==> src/common/uart_cmd_pkg.sv <==
package uart_cmd_pkg;

  // Command opcodes are the ASCII letters the host sends
  typedef enum logic [7:0] {
    OP_WRITE = 8'h57,
    OP_READ  = 8'h52
  } cmd_op_t;

  typedef enum logic [2:0] {
    ST_IDLE,
    ST_WR_ADDR,
    ST_WR_DATA,
    ST_RD_ADDR,
    ST_RD_SEND
  } ctrl_state_t;

  // One received byte, valid is a single-cycle strobe
  typedef struct packed {
    logic       valid;
    logic [7:0] data;
  } rx_byte_t;

  typedef struct packed {
    logic       en;
    logic [7:0] addr;
    logic [7:0] data;
  } reg_wr_t;

  // Start may only be raised while the transmitter is idle
  typedef struct packed {
    logic       start;
    logic [7:0] data;
  } tx_req_t;

endpackage

==> src/uart/uart_rx.sv <==
`timescale 1ns/10ps

module uart_rx #(
  parameter int CLOCK_FREQ = 10_000_000,
  parameter int BAUD_RATE  = 1_000_000
) (
  input  logic                   clk,
  input  logic                   rst_n,
  input  logic                   rx,
  output uart_cmd_pkg::rx_byte_t rx_byte
);

  localparam int CLOCKS_PER_BIT = CLOCK_FREQ / BAUD_RATE;
  localparam int CNT_W = $clog2(CLOCKS_PER_BIT);
  localparam logic [CNT_W-1:0] BIT_END = CNT_W'(CLOCKS_PER_BIT - 1);
  localparam logic [CNT_W-1:0] HALF_BIT = CNT_W'(CLOCKS_PER_BIT / 2 - 1);

  typedef enum logic [1:0] {
    RX_IDLE,
    RX_START,
    RX_DATA,
    RX_STOP
  } rx_state_t;

  rx_state_t        state;
  logic [2:0]       rx_pipe;
  logic             rx_in;
  logic             rx_fall;
  logic [CNT_W-1:0] clk_cnt;
  logic [2:0]       bit_idx;
  logic [7:0]       shift_q;
  logic             valid_q;

  // Two sync stages, the third stage only feeds the edge detect
  always_ff @(posedge clk) begin
    if (!rst_n) begin
      rx_pipe <= '1;
    end else begin
      rx_pipe <= {rx_pipe[1:0], rx};
    end
  end

  assign rx_in   = rx_pipe[1];
  // A frame starts only on a falling edge, so a line held low
  // after a bad stop bit does not retrigger
  assign rx_fall = rx_pipe[2] & ~rx_pipe[1];

  always_ff @(posedge clk) begin
    if (!rst_n) begin
      state   <= RX_IDLE;
      clk_cnt <= '0;
      bit_idx <= '0;
      valid_q <= 1'b0;
    end else begin
      valid_q <= 1'b0;
      case (state)
        RX_IDLE: begin
          if (rx_fall) begin
            // The detect cycle already counts toward the half bit
            clk_cnt <= CNT_W'(1);
            state   <= RX_START;
          end
        end
        RX_START: begin
          if (rx_in) begin
            state <= RX_IDLE;
          end else if (clk_cnt == HALF_BIT) begin
            clk_cnt <= '0;
            bit_idx <= '0;
            state   <= RX_DATA;
          end else begin
            clk_cnt <= clk_cnt + 1'b1;
          end
        end
        RX_DATA: begin
          if (clk_cnt == BIT_END) begin
            clk_cnt <= '0;
            shift_q <= {rx_in, shift_q[7:1]};
            bit_idx <= bit_idx + 1'b1;
            if (bit_idx == 3'd7) begin
              state <= RX_STOP;
            end
          end else begin
            clk_cnt <= clk_cnt + 1'b1;
          end
        end
        RX_STOP: begin
          if (clk_cnt == BIT_END) begin
            // Low stop bit means a framing error, byte is dropped
            valid_q <= rx_in;
            clk_cnt <= '0;
            state   <= RX_IDLE;
          end else begin
            clk_cnt <= clk_cnt + 1'b1;
          end
        end
        default: state <= RX_IDLE;
      endcase
    end
  end

  assign rx_byte = '{valid: valid_q, data: shift_q};

endmodule

==> src/uart/uart_tx.sv <==
`timescale 1ns/10ps

module uart_tx #(
  parameter int CLOCK_FREQ = 10_000_000,
  parameter int BAUD_RATE  = 1_000_000
) (
  input  logic                  clk,
  input  logic                  rst_n,
  input  uart_cmd_pkg::tx_req_t tx_req,
  output logic                  tx_busy,
  output logic                  tx
);

  localparam int CLOCKS_PER_BIT = CLOCK_FREQ / BAUD_RATE;
  localparam int CNT_W = $clog2(CLOCKS_PER_BIT);
  localparam logic [CNT_W-1:0] BIT_END = CNT_W'(CLOCKS_PER_BIT - 1);

  // Bit 0 of the frame is always the level on the line
  logic [9:0]       frame_q;
  logic [CNT_W-1:0] clk_cnt;
  logic [3:0]       bit_cnt;
  logic             busy_q;

  always_ff @(posedge clk) begin
    if (!rst_n) begin
      frame_q <= '1;
      clk_cnt <= '0;
      bit_cnt <= '0;
      busy_q  <= 1'b0;
    end else if (!busy_q) begin
      if (tx_req.start) begin
        // Stop, data LSB first, start
        frame_q <= {1'b1, tx_req.data, 1'b0};
        clk_cnt <= '0;
        bit_cnt <= '0;
        busy_q  <= 1'b1;
      end
    end else if (clk_cnt == BIT_END) begin
      clk_cnt <= '0;
      // Ones shift in behind, so the line idles high after the stop bit
      frame_q <= {1'b1, frame_q[9:1]};
      if (bit_cnt == 4'd9) begin
        busy_q <= 1'b0;
      end else begin
        bit_cnt <= bit_cnt + 1'b1;
      end
    end else begin
      clk_cnt <= clk_cnt + 1'b1;
    end
  end

  assign tx      = frame_q[0];
  assign tx_busy = busy_q;

endmodule

==> src/source/reg_bank.sv <==
`timescale 1ns/10ps

module reg_bank #(
  parameter int NUM_REGS = 4
) (
  input  logic                  clk,
  input  logic                  rst_n,
  input  uart_cmd_pkg::reg_wr_t reg_wr,
  input  logic [7:0]            rd_addr,
  output logic [7:0]            rd_data,
  output logic [NUM_REGS*8-1:0] regs
);

  localparam int IDX_W = (NUM_REGS > 1) ? $clog2(NUM_REGS) : 1;
  localparam logic [8:0] ADDR_LIMIT = 9'(NUM_REGS);

  logic [NUM_REGS-1:0][7:0] regs_q;
  logic                     wr_in_range;
  logic                     rd_in_range;

  assign wr_in_range = {1'b0, reg_wr.addr} < ADDR_LIMIT;
  assign rd_in_range = {1'b0, rd_addr} < ADDR_LIMIT;

  always_ff @(posedge clk) begin
    if (!rst_n) begin
      regs_q <= '0;
    end else if (reg_wr.en && wr_in_range) begin
      regs_q[reg_wr.addr[IDX_W-1:0]] <= reg_wr.data;
    end
  end

  // Out of range reads return zero
  assign rd_data = rd_in_range ? regs_q[rd_addr[IDX_W-1:0]] : 8'h00;
  assign regs    = regs_q;

endmodule

==> src/source/cmd_ctrl.sv <==
`timescale 1ns/10ps

module cmd_ctrl (
  input  logic                   clk,
  input  logic                   rst_n,
  input  uart_cmd_pkg::rx_byte_t rx_byte,
  output uart_cmd_pkg::reg_wr_t  reg_wr,
  output logic [7:0]             rd_addr,
  input  logic [7:0]             rd_data,
  output uart_cmd_pkg::tx_req_t  tx_req,
  input  logic                   tx_busy
);

  uart_cmd_pkg::ctrl_state_t state;
  uart_cmd_pkg::ctrl_state_t state_next;
  logic [7:0]                addr_q;

  always_comb begin
    state_next = state;
    case (state)
      uart_cmd_pkg::ST_IDLE: begin
        if (rx_byte.valid) begin
          case (rx_byte.data)
            uart_cmd_pkg::OP_WRITE: state_next = uart_cmd_pkg::ST_WR_ADDR;
            uart_cmd_pkg::OP_READ:  state_next = uart_cmd_pkg::ST_RD_ADDR;
            // Anything else is not a command
            default:                state_next = uart_cmd_pkg::ST_IDLE;
          endcase
        end
      end
      uart_cmd_pkg::ST_WR_ADDR: begin
        if (rx_byte.valid) begin
          state_next = uart_cmd_pkg::ST_WR_DATA;
        end
      end
      uart_cmd_pkg::ST_WR_DATA: begin
        if (rx_byte.valid) begin
          state_next = uart_cmd_pkg::ST_IDLE;
        end
      end
      uart_cmd_pkg::ST_RD_ADDR: begin
        if (rx_byte.valid) begin
          state_next = uart_cmd_pkg::ST_RD_SEND;
        end
      end
      uart_cmd_pkg::ST_RD_SEND: begin
        // Bytes arriving here are ignored until the reply goes out
        if (!tx_busy) begin
          state_next = uart_cmd_pkg::ST_IDLE;
        end
      end
      default: state_next = uart_cmd_pkg::ST_IDLE;
    endcase
  end

  always_ff @(posedge clk) begin
    if (!rst_n) begin
      state  <= uart_cmd_pkg::ST_IDLE;
      addr_q <= '0;
    end else begin
      state <= state_next;
      if (rx_byte.valid && (state == uart_cmd_pkg::ST_WR_ADDR ||
                            state == uart_cmd_pkg::ST_RD_ADDR)) begin
        addr_q <= rx_byte.data;
      end
    end
  end

  // Write strobe rides on the data byte, so the bank updates on the next edge
  always_comb begin
    reg_wr.en   = (state == uart_cmd_pkg::ST_WR_DATA) && rx_byte.valid;
    reg_wr.addr = addr_q;
    reg_wr.data = rx_byte.data;
  end

  assign rd_addr = addr_q;

  // Range check is left to the bank, reply carries whatever it returns
  always_comb begin
    tx_req.start = (state == uart_cmd_pkg::ST_RD_SEND) && !tx_busy;
    tx_req.data  = rd_data;
  end

endmodule

==> src/source/uart_cmd_top.sv <==
`timescale 1ns/10ps

module uart_cmd_top #(
  parameter int CLOCK_FREQ = 10_000_000,
  parameter int BAUD_RATE  = 1_000_000,
  parameter int NUM_REGS   = 4
) (
  input  logic                  clk,
  input  logic                  rst_n,
  input  logic                  rx,
  output logic                  tx,
  output logic [NUM_REGS*8-1:0] regs
);

  uart_cmd_pkg::rx_byte_t rx_byte;
  uart_cmd_pkg::reg_wr_t  reg_wr;
  uart_cmd_pkg::tx_req_t  tx_req;
  logic [7:0]             rd_addr;
  logic [7:0]             rd_data;
  logic                   tx_busy;

  uart_rx #(
    .CLOCK_FREQ(CLOCK_FREQ),
    .BAUD_RATE (BAUD_RATE)
  ) uart_rx_inst (
    .clk    (clk),
    .rst_n  (rst_n),
    .rx     (rx),
    .rx_byte(rx_byte)
  );

  cmd_ctrl cmd_ctrl_inst (
    .clk    (clk),
    .rst_n  (rst_n),
    .rx_byte(rx_byte),
    .reg_wr (reg_wr),
    .rd_addr(rd_addr),
    .rd_data(rd_data),
    .tx_req (tx_req),
    .tx_busy(tx_busy)
  );

  reg_bank #(
    .NUM_REGS(NUM_REGS)
  ) reg_bank_inst (
    .clk    (clk),
    .rst_n  (rst_n),
    .reg_wr (reg_wr),
    .rd_addr(rd_addr),
    .rd_data(rd_data),
    .regs   (regs)
  );

  uart_tx #(
    .CLOCK_FREQ(CLOCK_FREQ),
    .BAUD_RATE (BAUD_RATE)
  ) uart_tx_inst (
    .clk    (clk),
    .rst_n  (rst_n),
    .tx_req (tx_req),
    .tx_busy(tx_busy),
    .tx     (tx)
  );

endmodule

==> config.mk <==
export PLATFORM = sky130hd
export DESIGN_NAME = uart_cmd_top
export DESIGN_NICKNAME = d
export VERILOG_FILES = /design/src/common/uart_cmd_pkg.sv /design/src/uart/uart_rx.sv /design/src/uart/uart_tx.sv /design/src/source/reg_bank.sv /design/src/source/cmd_ctrl.sv /design/src/source/uart_cmd_top.sv
export SDC_FILE = /design/constraint.sdc
export NUM_CORES = 1
export LEC_CHECK = 0
export BUFFER_PORTS_ARGS = -buffer_cell sky130_fd_sc_hd__buf_2
export CAP_MARGIN = 25
export CORE_MARGIN = 1
export CORE_UTILIZATION = 59
export DETAILED_ROUTE_END_ITERATION = 10
export PLACE_DENSITY = 0.89
export RECOVER_POWER = 25
export SLEW_MARGIN = 40
export SYNTH_ARGS = -nofsm -noshare
export SYNTH_HDL_FRONTEND = slang
export SYNTH_SLANG_ARGS = --single-unit
==> constraint.sdc <==
create_clock -name clk -period 2.3 [get_ports clk]
set_input_delay 0.46 -clock clk [delete_from_list [all_inputs] [get_ports clk]]
set_output_delay 0.46 -clock clk [all_outputs]
set_load 0.02 [all_outputs]
==> flow_summary_export.csv, run 1 <==
group,metric,value,unit
cts,cts_tree,"yes",
power,switching_share,23.4,%
cts,cts_resized,0,
final_layout,area_growth,10.3,%
hold_path,hp-class,"in -> reg",
cts,h-tree-depth,3,
placed_design,hpwl,5230,µm
die,core-area,5990,µm²
critical_path,r2r-end,"reg_bank_inst.regs[9]$_SDFFE_PN0P_",
grt,grt_pass1_vias,2611,
hold_path,min-delay-start,"rx",
placed_design,gp_congestion,0.783,
power,internal_power,0.00198,W
timing,finalHoldViolCount,0,
logic_synthesis,synth_top_area_share,39.8,%
route,drtPass1Iterations,4,
timing,tightest_slew,1.17,ns
cts,post_cts_buffers,0,
critical_path,critPathArrivalTime,2.26,ns
cts,ctsLongestPathBuffers,2,
cts,cts_root_buf,"clkbuf_8",
power,p_seq_share,56.1,%
timing,report.final.slew_viol_count,0,
critical_path,cp_slowest_cell,"dfxtp_1",
timing,finalCritPeriodShare,87.9,%
die,io_pins,36,
timing,fin_worst_skew,0.0155,ns
power,pwr-share-clk,42.4,%
critical_path,r2r-start,"cmd_ctrl_inst.rd_addr[0]$_SDFFE_PN0P_",
timing,min_period,2.02,ns
cts,ctsHoldBuffers,0,
grt,track_usage,25.0,%
logic_synthesis,async_flop_share,0,%
die,die-width,81.5,µm
critical_path,crit_type,"reg -> reg",
timing,setup_viol_count_final,0,
logic_synthesis,ys_ff_latch,82,
logic_synthesis,yosysTopAreaCell,"dfxtp_1",
timing,rsz0062_at_grt,"false",
logic_synthesis,synth-main-ff-cell,"dfxtp_1",
grt,antenna_found_initial,0,
power,powerDensity,627,nW/µm²
timing,max_freq,0.495,GHz
hold_path,whs_path_depth,2,
logic_synthesis,synthesis.nets,372,
critical_path,r2r_slack,0.28,ns
die,dieArea,6630,µm²
critical_path,cp_cell_sequence,"nor4bb_1 -> nand4_2 -> mux2i_1 -> nor2_1",
critical_path,cp_max_fo,13,
cts,clk_latency,0.37,ns
die,start_util,62.2,%
logic_synthesis,yosys_warnings,0,
route,vias,2853,
critical_path,reg2reg_depth,4,
placed_design,io_buffers,35,
route,drt-total-wl,7770,µm
final_layout,nets,404,
logic_synthesis,synth_area,3720,µm²
hold_path,min_to,"uart_rx_inst.rx_pipe[0]$_SDFF_PN1_",
final_layout,n_antenna_cell,0,
critical_path,crit_required,2.54,ns
die,rows,28,
timing,max-slew-margin-rel,22.2,%
grt,grt_pass1_wl,12300,µm
grt,grt.overflow.total,0,
logic_synthesis,synth-seq-area-share,46.2,%
route,avgRoutedWirePerCell,16.4,µm
power,netSwitchingPower,0.000602,W
power,combPwrFrac,1.5,%
die,die_height,81.5,µm
timing,setup_tns,0,ns
cts,cts_inserted_buffers,9,
route,drc,0,
route,ant_nets,0,
cts,path_clk_slew,0.09,ns
critical_path,critPathLaunchType,"flip-flop",
logic_synthesis,yosys-top-cells-area,"dfxtp_1 40%, mux2i_1 12%, edfxtp_1 6.4%",
critical_path,crit_path_max_incr_delay,0.74,ns
final_layout,drive_above_1_share,15.0,%
power,leakage,1.90,nW
logic_synthesis,synth_cell_types,51,
power,finalPower,0.00258,W
job,drv_cap,0,
critical_path,end_kind,"flip-flop",
cts,cts.sinks,82,
grt,grt_max_degree,41,
logic_synthesis,avgSynthCellArea,10.3,µm²
route,avgViaCountPerCell,6.02,
outcome,status,"finished clean",
logic_synthesis,synth_edf_count,8,
logic_synthesis,netlist_instances,362,
power,ir_worst_vdd,0.561,mV
route,drt_iter0_drc,156,
-- final cells by class --
type | count | area (µm²)
fill | 412 | 1880
multi-input combinational | 246 | 1850
inverter | 16 | 60.1
timing repair buffer | 39 | 181
sequential | 82 | 1720
tap | 75 | 93.8
clock inverter | 7 | 80.1
clock buffer | 9 | 124
-- registers in the layout, summed over array words and instances (netlist names), named ones only --
register / cells
uart_rx_inst.rx_pipe: 3
uart_tx_inst.frame_q: 9
uart_rx_inst.clk_cnt: 4
reg_bank_inst.regs: 32
cmd_ctrl_inst.rd_addr: 8
uart_rx_inst.state: 1
uart_rx_inst.bit_idx: 3
uart_rx_inst.shift_q: 8
uart_rx_inst.valid_q: 1
uart_tx_inst.bit_cnt: 4
cmd_ctrl_inst.state: 3
uart_tx_inst.tx_busy: 1
uart_tx_inst.clk_cnt: 4
-- cell usage in the layout (no fill, tap or decap), types with 2 or more instances in the layout --
cell type   n
o22a_1      7
nor2_1     47
nor3b_1     3
clkbuf_1   17
nand2_1    22
o211ai_1    2
and3_1      3
a21boi_0    5
nor2b_1    16
ha_1        7
or3_1       2
clkbuf_8    9
dfxtp_1    74
nor4bb_1    2
nor4b_1     3
edfxtp_1    8
o21ai_0    15
mux2i_1    46
buf_4       3
nand4_2     4
nand3b_1    3
nand2b_1    8
nand3_1     5
mux4_2      8
inv_6       3
xor2_1      2
buf_2      19
and2_1      2
a22oi_1     2
and4b_1     2
inv_4       2
a31oi_1     3
or2_2       2
a21oi_1     6
inv_1      16
-- worst max-delay path: cells and delay by family (launching register included) --
family | cells | cell delay [ns]
AND/OR/NAND/NOR | 3 | 0.86
flip-flops | 1 | 0.74
multiplexers | 1 | 0.31
-- worst max path at each step --
stage / cells past startpoint / end / startpoint
after floorplan: 4 / uart_rx_inst.shift_q[0]$_DFFE_PP_ / rst_n
after global placement: 4 / reg_bank_inst.regs[13]$_SDFFE_PN0P_ / cmd_ctrl_inst.rd_addr[0]$_SDFFE_PN0P_
after detailed placement: 4 / reg_bank_inst.regs[9]$_SDFFE_PN0P_ / cmd_ctrl_inst.rd_addr[0]$_SDFFE_PN0P_
after CTS: 4 / reg_bank_inst.regs[5]$_SDFFE_PN0P_ / cmd_ctrl_inst.rd_addr[0]$_SDFFE_PN0P_
after global routing: 4 / reg_bank_inst.regs[9]$_SDFFE_PN0P_ / cmd_ctrl_inst.rd_addr[0]$_SDFFE_PN0P_
final: 4 / reg_bank_inst.regs[9]$_SDFFE_PN0P_ / cmd_ctrl_inst.rd_addr[0]$_SDFFE_PN0P_
-- power by group through the flow --
| stage | registers (W) | clock network, W | logic, W |
|---|---|---|---|
| final | 0.00145 | 0.00109 | 0.0000383 |
| after global routing | 0.00145 | 0.00116 | 0.0000419 |
| after CTS | 0.00145 | 0.00111 | 0.0000390 |
| after detailed placement | 0.00148 | 0 | 0.0000391 |
| after global placement | 0.00148 | 0 | 0.0000382 |
| after floorplan | 0.00148 | 0 | 0.0000303 |
-- cells in the mapped netlist (2+ instances only) --
library cell	n
edfxtp_1	8
and4b_1	2
clkbuf_1	11
a21oi_1	6
a31oi_1	3
nor4b_1	3
ha_1	7
or2_2	2
nand2_1	22
nand3_1	5
mux4_2	8
o211ai_1	2
nor2b_1	16
and2_1	2
nor3b_1	3
nand2b_1	8
nand4_2	4
nand3b_1	3
buf_6	3
mux2i_1	46
a22oi_1	2
nor2_1	47
and3_1	3
o21ai_0	15
or3_1	2
buf_2	4
xor2_1	2
dfxtp_1	74
inv_1	16
nor4bb_1	2
a21boi_0	5
o22a_1	7
-- routing by layer --
layer | vias up | wire [µm] | track usage (%)
li1 | 1343 | - | -
met1 | 1400 | 3530 | 33.5
met2 | 96 | 3760 | 38.9
met3 | 14 | 353 | 4.78
met4 | 0 | 131 | 12.0
met5 | - | 0 | 0
-- cell families (layout without fill, tap and decap cells) --
group | Yosys count | count (layout) | share of synthesized area (%)
AOI/OAI and AO/OA | 47 | 47 | 8.83
and+or+nand+nor | 135 | 135 | 20.5
buffers and inverters | 34 | 71 | 4.17
DFF | 82 | 82 | 46.2
adders and majority gates | 7 | 7 | 2.35
xor gates and xnor gates | 2 | 2 | 0.470
muxes | 55 | 55 | 17.5
-- per-stage QoR --
stage                     std cells  worst slack, ns  hold WS [ns]  cell area, µm²  util (%)
after floorplan                 362            0.512         0.386            3720         -
after global placement          458            0.465         0.389            3930      65.6
after detailed placement        458            0.348         0.398            3930      65.6
after CTS                       474            0.309         0.268            4130      69.0
after global routing            474            0.129         0.287            4110      68.6
final                           474            0.278         0.281            4110      68.6
No activity file was read; power rests on OpenSTA's default activity.
==> run 2, diff against run 1 <==
Settings changed: BUFFER_PORTS_ARGS -buffer_cell sky130_fd_sc_hd__buf_2 to -buffer_cell sky130_fd_sc_hd__buf_4.
==> run 2 against run 1 <==
Flip-flop and latch count did not move. Die area did not move. Highest routed layer unchanged. Sequential share of layout area fell by 0.49 points.
==> flow_summary_export.csv, run 2 (synthesis gave the netlist of run 1 again) <==
group,metric,value,unit
outcome,status,"finished clean",
critical_path,critPathLaunchType,"flip-flop",
cts,ctsLongestPathBuffers,2,
die,die_height,81.5,µm
power,combPwrFrac,1.5,%
power,pwr-share-clk,42.4,%
cts,cts.sinks,82,
placed_design,io_buffers,35,
critical_path,crit_type,"reg -> reg",
placed_design,hpwl,5500,µm
die,io_pins,36,
die,die-width,81.5,µm
power,switching_share,22.4,%
cts,post_cts_buffers,0,
grt,track_usage,26.0,%
power,netSwitchingPower,0.000579,W
cts,cts_inserted_buffers,9,
job,drv_cap,0,
final_layout,layout_common_cells,"74 x dfxtp_1, 47 x nor2_1, 46 x mux2i_1, 22 x nand2_1, 20 x buf_4",
grt,antenna_found_initial,0,
cts,cts_resized,0,
critical_path,end_kind,"flip-flop",
route,avgViaCountPerCell,5.86,
final_layout,area_growth,11.6,%
cts,clk_latency,0.34,ns
cts,cts_tree,"yes",
timing,rsz0062_at_grt,"false",
placed_design,dpl_cell_area,4020,µm²
critical_path,r2r_slack,0.38,ns
final_layout,n_antenna_cell,0,
final_layout,final_area,4160,µm²
grt,grt_pass1_wl,12900,µm
power,leakage,1.89,nW
route,avgRoutedWirePerCell,16.9,µm
grt,grt.overflow.total,0,
critical_path,crit_start,"uart_tx_inst.tx_busy$_SDFF_PN0_",
cts,h-tree-depth,3,
critical_path,crit_required,2.58,ns
final_layout,largest_reg_flops,32,
route,drt-total-wl,8010,µm
timing,max_freq,0.522,GHz
power,internal_power,0.00200,W
hold_path,hp-class,"in -> reg",
grt,grt_max_degree,41,
die,core-area,5990,µm²
timing,setup_viol_count_final,0,
power,powerDensity,620,nW/µm²
timing,max-slew-margin-rel,18.0,%
critical_path,critPathArrivalTime,2.20,ns
cts,ctsHoldBuffers,0,
timing,finalCritPeriodShare,83.3,%
final_layout,mostFrequentLayoutCell,"dfxtp_1",
timing,report.final.slew_viol_count,0,
final_layout,nets,404,
power,p_seq_share,56.0,%
power,ir_worst_vdd,0.477,mV
die,dieArea,6630,µm²
critical_path,cp_max_fo,17,
die,rows,28,
power,finalPower,0.00258,W
route,drc,0,
critical_path,r2r-start,"uart_tx_inst.tx_busy$_SDFF_PN0_",
grt,grt_pass1_vias,2684,
hold_path,min-delay-start,"rx",
route,drtPass1Iterations,4,
route,drt_iter0_drc,137,
timing,min_period,1.92,ns
cts,cts_root_buf,"clkbuf_8",
route,vias,2777,
timing,tightest_slew,1.23,ns
timing,fin_worst_skew,0.00845,ns
placed_design,gp_congestion,0.793,
final_layout,drive_above_1_share,14.8,%
cts,path_clk_slew,0.08,ns
route,ant_nets,0,
timing,setup_tns,0,ns
timing,finalHoldViolCount,0,
die,start_util,62.2,%
run 2: cell count changes in the layout (fill, tap and decap cells not counted), sizes merged:
| cell | delta |
|---|---|
| buf | -2 |
| clkbuf | +3 |
| clkinv | +1 |
| inv | -2 |
run 2: area by class of cell:
class,instances,area [µm²]
timing repair buffer,39,225
tap,75,93.8
fill,452,1830
sequential,82,1720
multi-input combinational,246,1850
clock inverter,6,71.3
inverter,16,60.1
clock buffer,10,138
run 2: metal layers:
metal | vias up | part of all wire [%] | GRT usage [%]
met4 | 0 | 0.50 | 7.86
met2 | 76 | 50 | 42.2
li1 | 1336 | - | -
met1 | 1361 | 45 | 34.3
met3 | 4 | 4.7 | 5.67
met5 | - | 0 | 5.00
run 2: power by group through the flow:
stage	Combinational, W	Clock [W]	Sequential [W]
after CTS	0.0000403	0.00111	0.00144
after floorplan	0.0000303	0	0.00148
after global placement	0.0000393	0	0.00148
after detailed placement	0.0000402	0	0.00148
after global routing	0.0000443	0.00117	0.00145
final	0.0000396	0.00109	0.00144
run 2: stage by stage:
step	util [%]	instances	hold WS [ns]	setup slack, ns
after detailed placement	67.0	458	0.402	0.414
after CTS	70.5	474	0.280	0.399
final	69.4	474	0.295	0.384
after floorplan	-	362	0.386	0.512
after global placement	67.0	458	0.391	0.511
after global routing	69.4	474	0.280	0.232
run 2: final timing paths:
| check | to | cells past startpoint |
|---|---|---|
| min | uart_rx_inst.rx_pipe[0]$_SDFF_PN1_ | 2 |
| min reg2reg | uart_rx_inst.rx_pipe[1]$_SDFF_PN1_ | 1 |
| max reg2reg | uart_tx_inst.bit_cnt[0]$_SDFFE_PN0P_ | 4 |
| max | uart_tx_inst.bit_cnt[0]$_SDFFE_PN0P_ | 4 |
run 2: critical path, stage by stage (launching register included):
cell,delay [ns]
dfxtp_1,0.65
nand2_1,0.27
nor4_2,0.46
mux2_2,0.40
nor2_1,0.08
==> run 3, diff against run 2 <==
Clock period 2.3 ns to 2 ns, I/O delays scaled along.
==> run 3 against run 2 <==
Sequential power increased by 15%. Sequential share of layout area is 0.15 points higher. Power up 8.1%. Cell count up 0.63%. Critical path type unchanged. Highest routed layer unchanged. Die area stayed put. Utilization fell by 0.25 points. Worst setup slack worse by 0.22 ns. First-iteration DRC count increased by 35%. Routed wire length decreased by 4.0%. Largest cell class unchanged. Clock-buffer cell count fell by 1.
==> flow_summary_export.csv, run 3 (synthesis gave the netlist of run 1 again) <==
group,metric,value,unit
die,rows,28,
timing,max-slew-margin-rel,16.4,%
final_layout,largest_reg_flops,32,
cts,ctsHoldBuffers,0,
die,start_util,62.2,%
timing,fin_worst_skew,0.0117,ns
critical_path,cp_max_fo,8,
placed_design,io_buffers,35,
grt,antenna_found_initial,0,
critical_path,r2r_slack,0.16,ns
route,avgViaCountPerCell,5.81,
final_layout,fin_cells,477,
timing,rsz0062_at_grt,"false",
timing,min_period,1.84,ns
power,leakage,1.88,nW
critical_path,crit_required,2.23,ns
critical_path,crit_type,"reg -> reg",
route,drt-total-wl,7690,µm
die,dieArea,6630,µm²
placed_design,hpwl,5400,µm
placed_design,place_inst,461,
cts,cts_root_buf,"clkbuf_8",
timing,tightest_slew,1.25,ns
timing,report.final.slew_viol_count,0,
die,die_height,81.5,µm
power,ir_worst_vdd,0.621,mV
die,io_pins,36,
timing,setup_viol_count_final,0,
timing,setup_tns,0,ns
grt,grt.overflow.total,0,
die,core-area,5990,µm²
cts,cts_inserted_buffers,9,
cts,path_clk_slew,0.08,ns
grt,track_usage,25.3,%
timing,finalCritPeriodShare,92.0,%
cts,cts_tree,"yes",
cts,cts.sinks,82,
final_layout,layout_common_cells,"74 x dfxtp_1, 47 x nor2_1, 46 x mux2i_1, 23 x buf_4, 22 x nand2_1",
cts,post_cts_buffers,0,
final_layout,n_antenna_cell,0,
timing,finalHoldViolCount,0,
route,avgRoutedWirePerCell,16.1,µm
critical_path,cp_cell_sequence,"nor4_4 -> nand4_2 -> mux2i_1 -> nor2_1",
critical_path,critPathArrivalTime,2.07,ns
cts,ctsLongestPathBuffers,2,
critical_path,critPathLaunchType,"flip-flop",
die,die-width,81.5,µm
final_layout,utilization,69.2,%
outcome,status,"finished clean",
cts,cts_resized,0,
power,powerDensity,673,nW/µm²
critical_path,end_kind,"flip-flop",
grt,grt_max_degree,41,
critical_path,crit_path_max_incr_delay,0.49,ns
final_layout,mostFrequentLayoutCell,"dfxtp_1",
cts,clk_latency,0.36,ns
route,drc,0,
hold_path,hp-class,"in -> reg",
timing,max_freq,0.543,GHz
final_layout,area_growth,11.2,%
final_layout,drive_above_1_share,15.2,%
route,drt_iter0_drc,185,
final_layout,fillCellCount,459,
route,ant_nets,0,
final_layout,nets,407,
placed_design,gp_congestion,0.817,
grt,grt_pass1_wl,12600,µm
grt,grt_pass1_vias,2587,
route,drtPass1Iterations,5,
critical_path,cp_slowest_cell,"nor4_4",
job,drv_cap,0,
route,vias,2769,
cts,h-tree-depth,3,
run 3: layer usage:
metal | part of all wire (%) | global-route usage (%) | wire [µm] | up-vias
met5 | 0 | 0 | 0 | -
met4 | 1.2 | 9.11 | 95 | 0
met3 | 4.7 | 6.11 | 361 | 11
met2 | 49 | 40.1 | 3790 | 67
met1 | 45 | 33.6 | 3450 | 1345
li1 | - | - | - | 1346
run 3: final timing paths:
check / from / endpoint / depth (start not counted)
worst min register to register: uart_rx_inst.rx_pipe[0]$_SDFF_PN1_ / uart_rx_inst.rx_pipe[1]$_SDFF_PN1_ / 1
worst max-delay path: cmd_ctrl_inst.rd_addr[5]$_SDFFE_PN0P_ / reg_bank_inst.regs[13]$_SDFFE_PN0P_ / 4
worst min-delay path: rx / uart_rx_inst.rx_pipe[0]$_SDFF_PN1_ / 2
worst max register to register: cmd_ctrl_inst.rd_addr[5]$_SDFFE_PN0P_ / reg_bank_inst.regs[13]$_SDFFE_PN0P_ / 4
run 3: cell type report:
class | count | area, µm² | share of cell area, %
clock buffers | 9 | 124 | 2.99
inverters | 16 | 60.1 | 1.45
flip-flops and latches | 82 | 1720 | 41.6
repair buffers | 42 | 244 | 5.89
clock inverters | 7 | 51.3 | 1.24
well taps | 75 | 93.8 | 2.27
multi-input cells | 246 | 1850 | 44.6
run 3: power breakdown:
| group | internal [W] | switching [W] | leakage, nW |
|---|---|---|---|
| Sequential | 0.00166 | 0.00000448 | 0.669 |
| Clock | 0.000459 | 0.000623 | 0.0864 |
| Combinational | 0.0000153 | 0.0000310 | 1.13 |
| Total | 0.00213 | 0.000658 | 1.88 |
run 3: per-stage QoR:
| stage | cell area, µm² | hold slack, ns | setup WS [ns] | power (W) |
|---|---|---|---|---|
| 2_1_floorplan | 3720 | 0.386 | 0.272 | 0.00173 |
| 3_3_place_gp | 4040 | 0.390 | 0.277 | 0.00175 |
| 3_5_place_dp | 4040 | 0.396 | 0.195 | 0.00175 |
| 4_1_cts | 4210 | 0.213 | 0.154 | 0.00281 |
| 5_1_grt | 4140 | 0.219 | 0.0681 | 0.00288 |
| 6_report | 4140 | 0.223 | 0.160 | 0.00279 |
run 3: critical path, delay by kind of cell, from the launching register on:
kind	cells	cell delay, ns
AND/OR/NAND/NOR	3	1.05
multiplexers	1	0.33
flip-flops	1	0.34
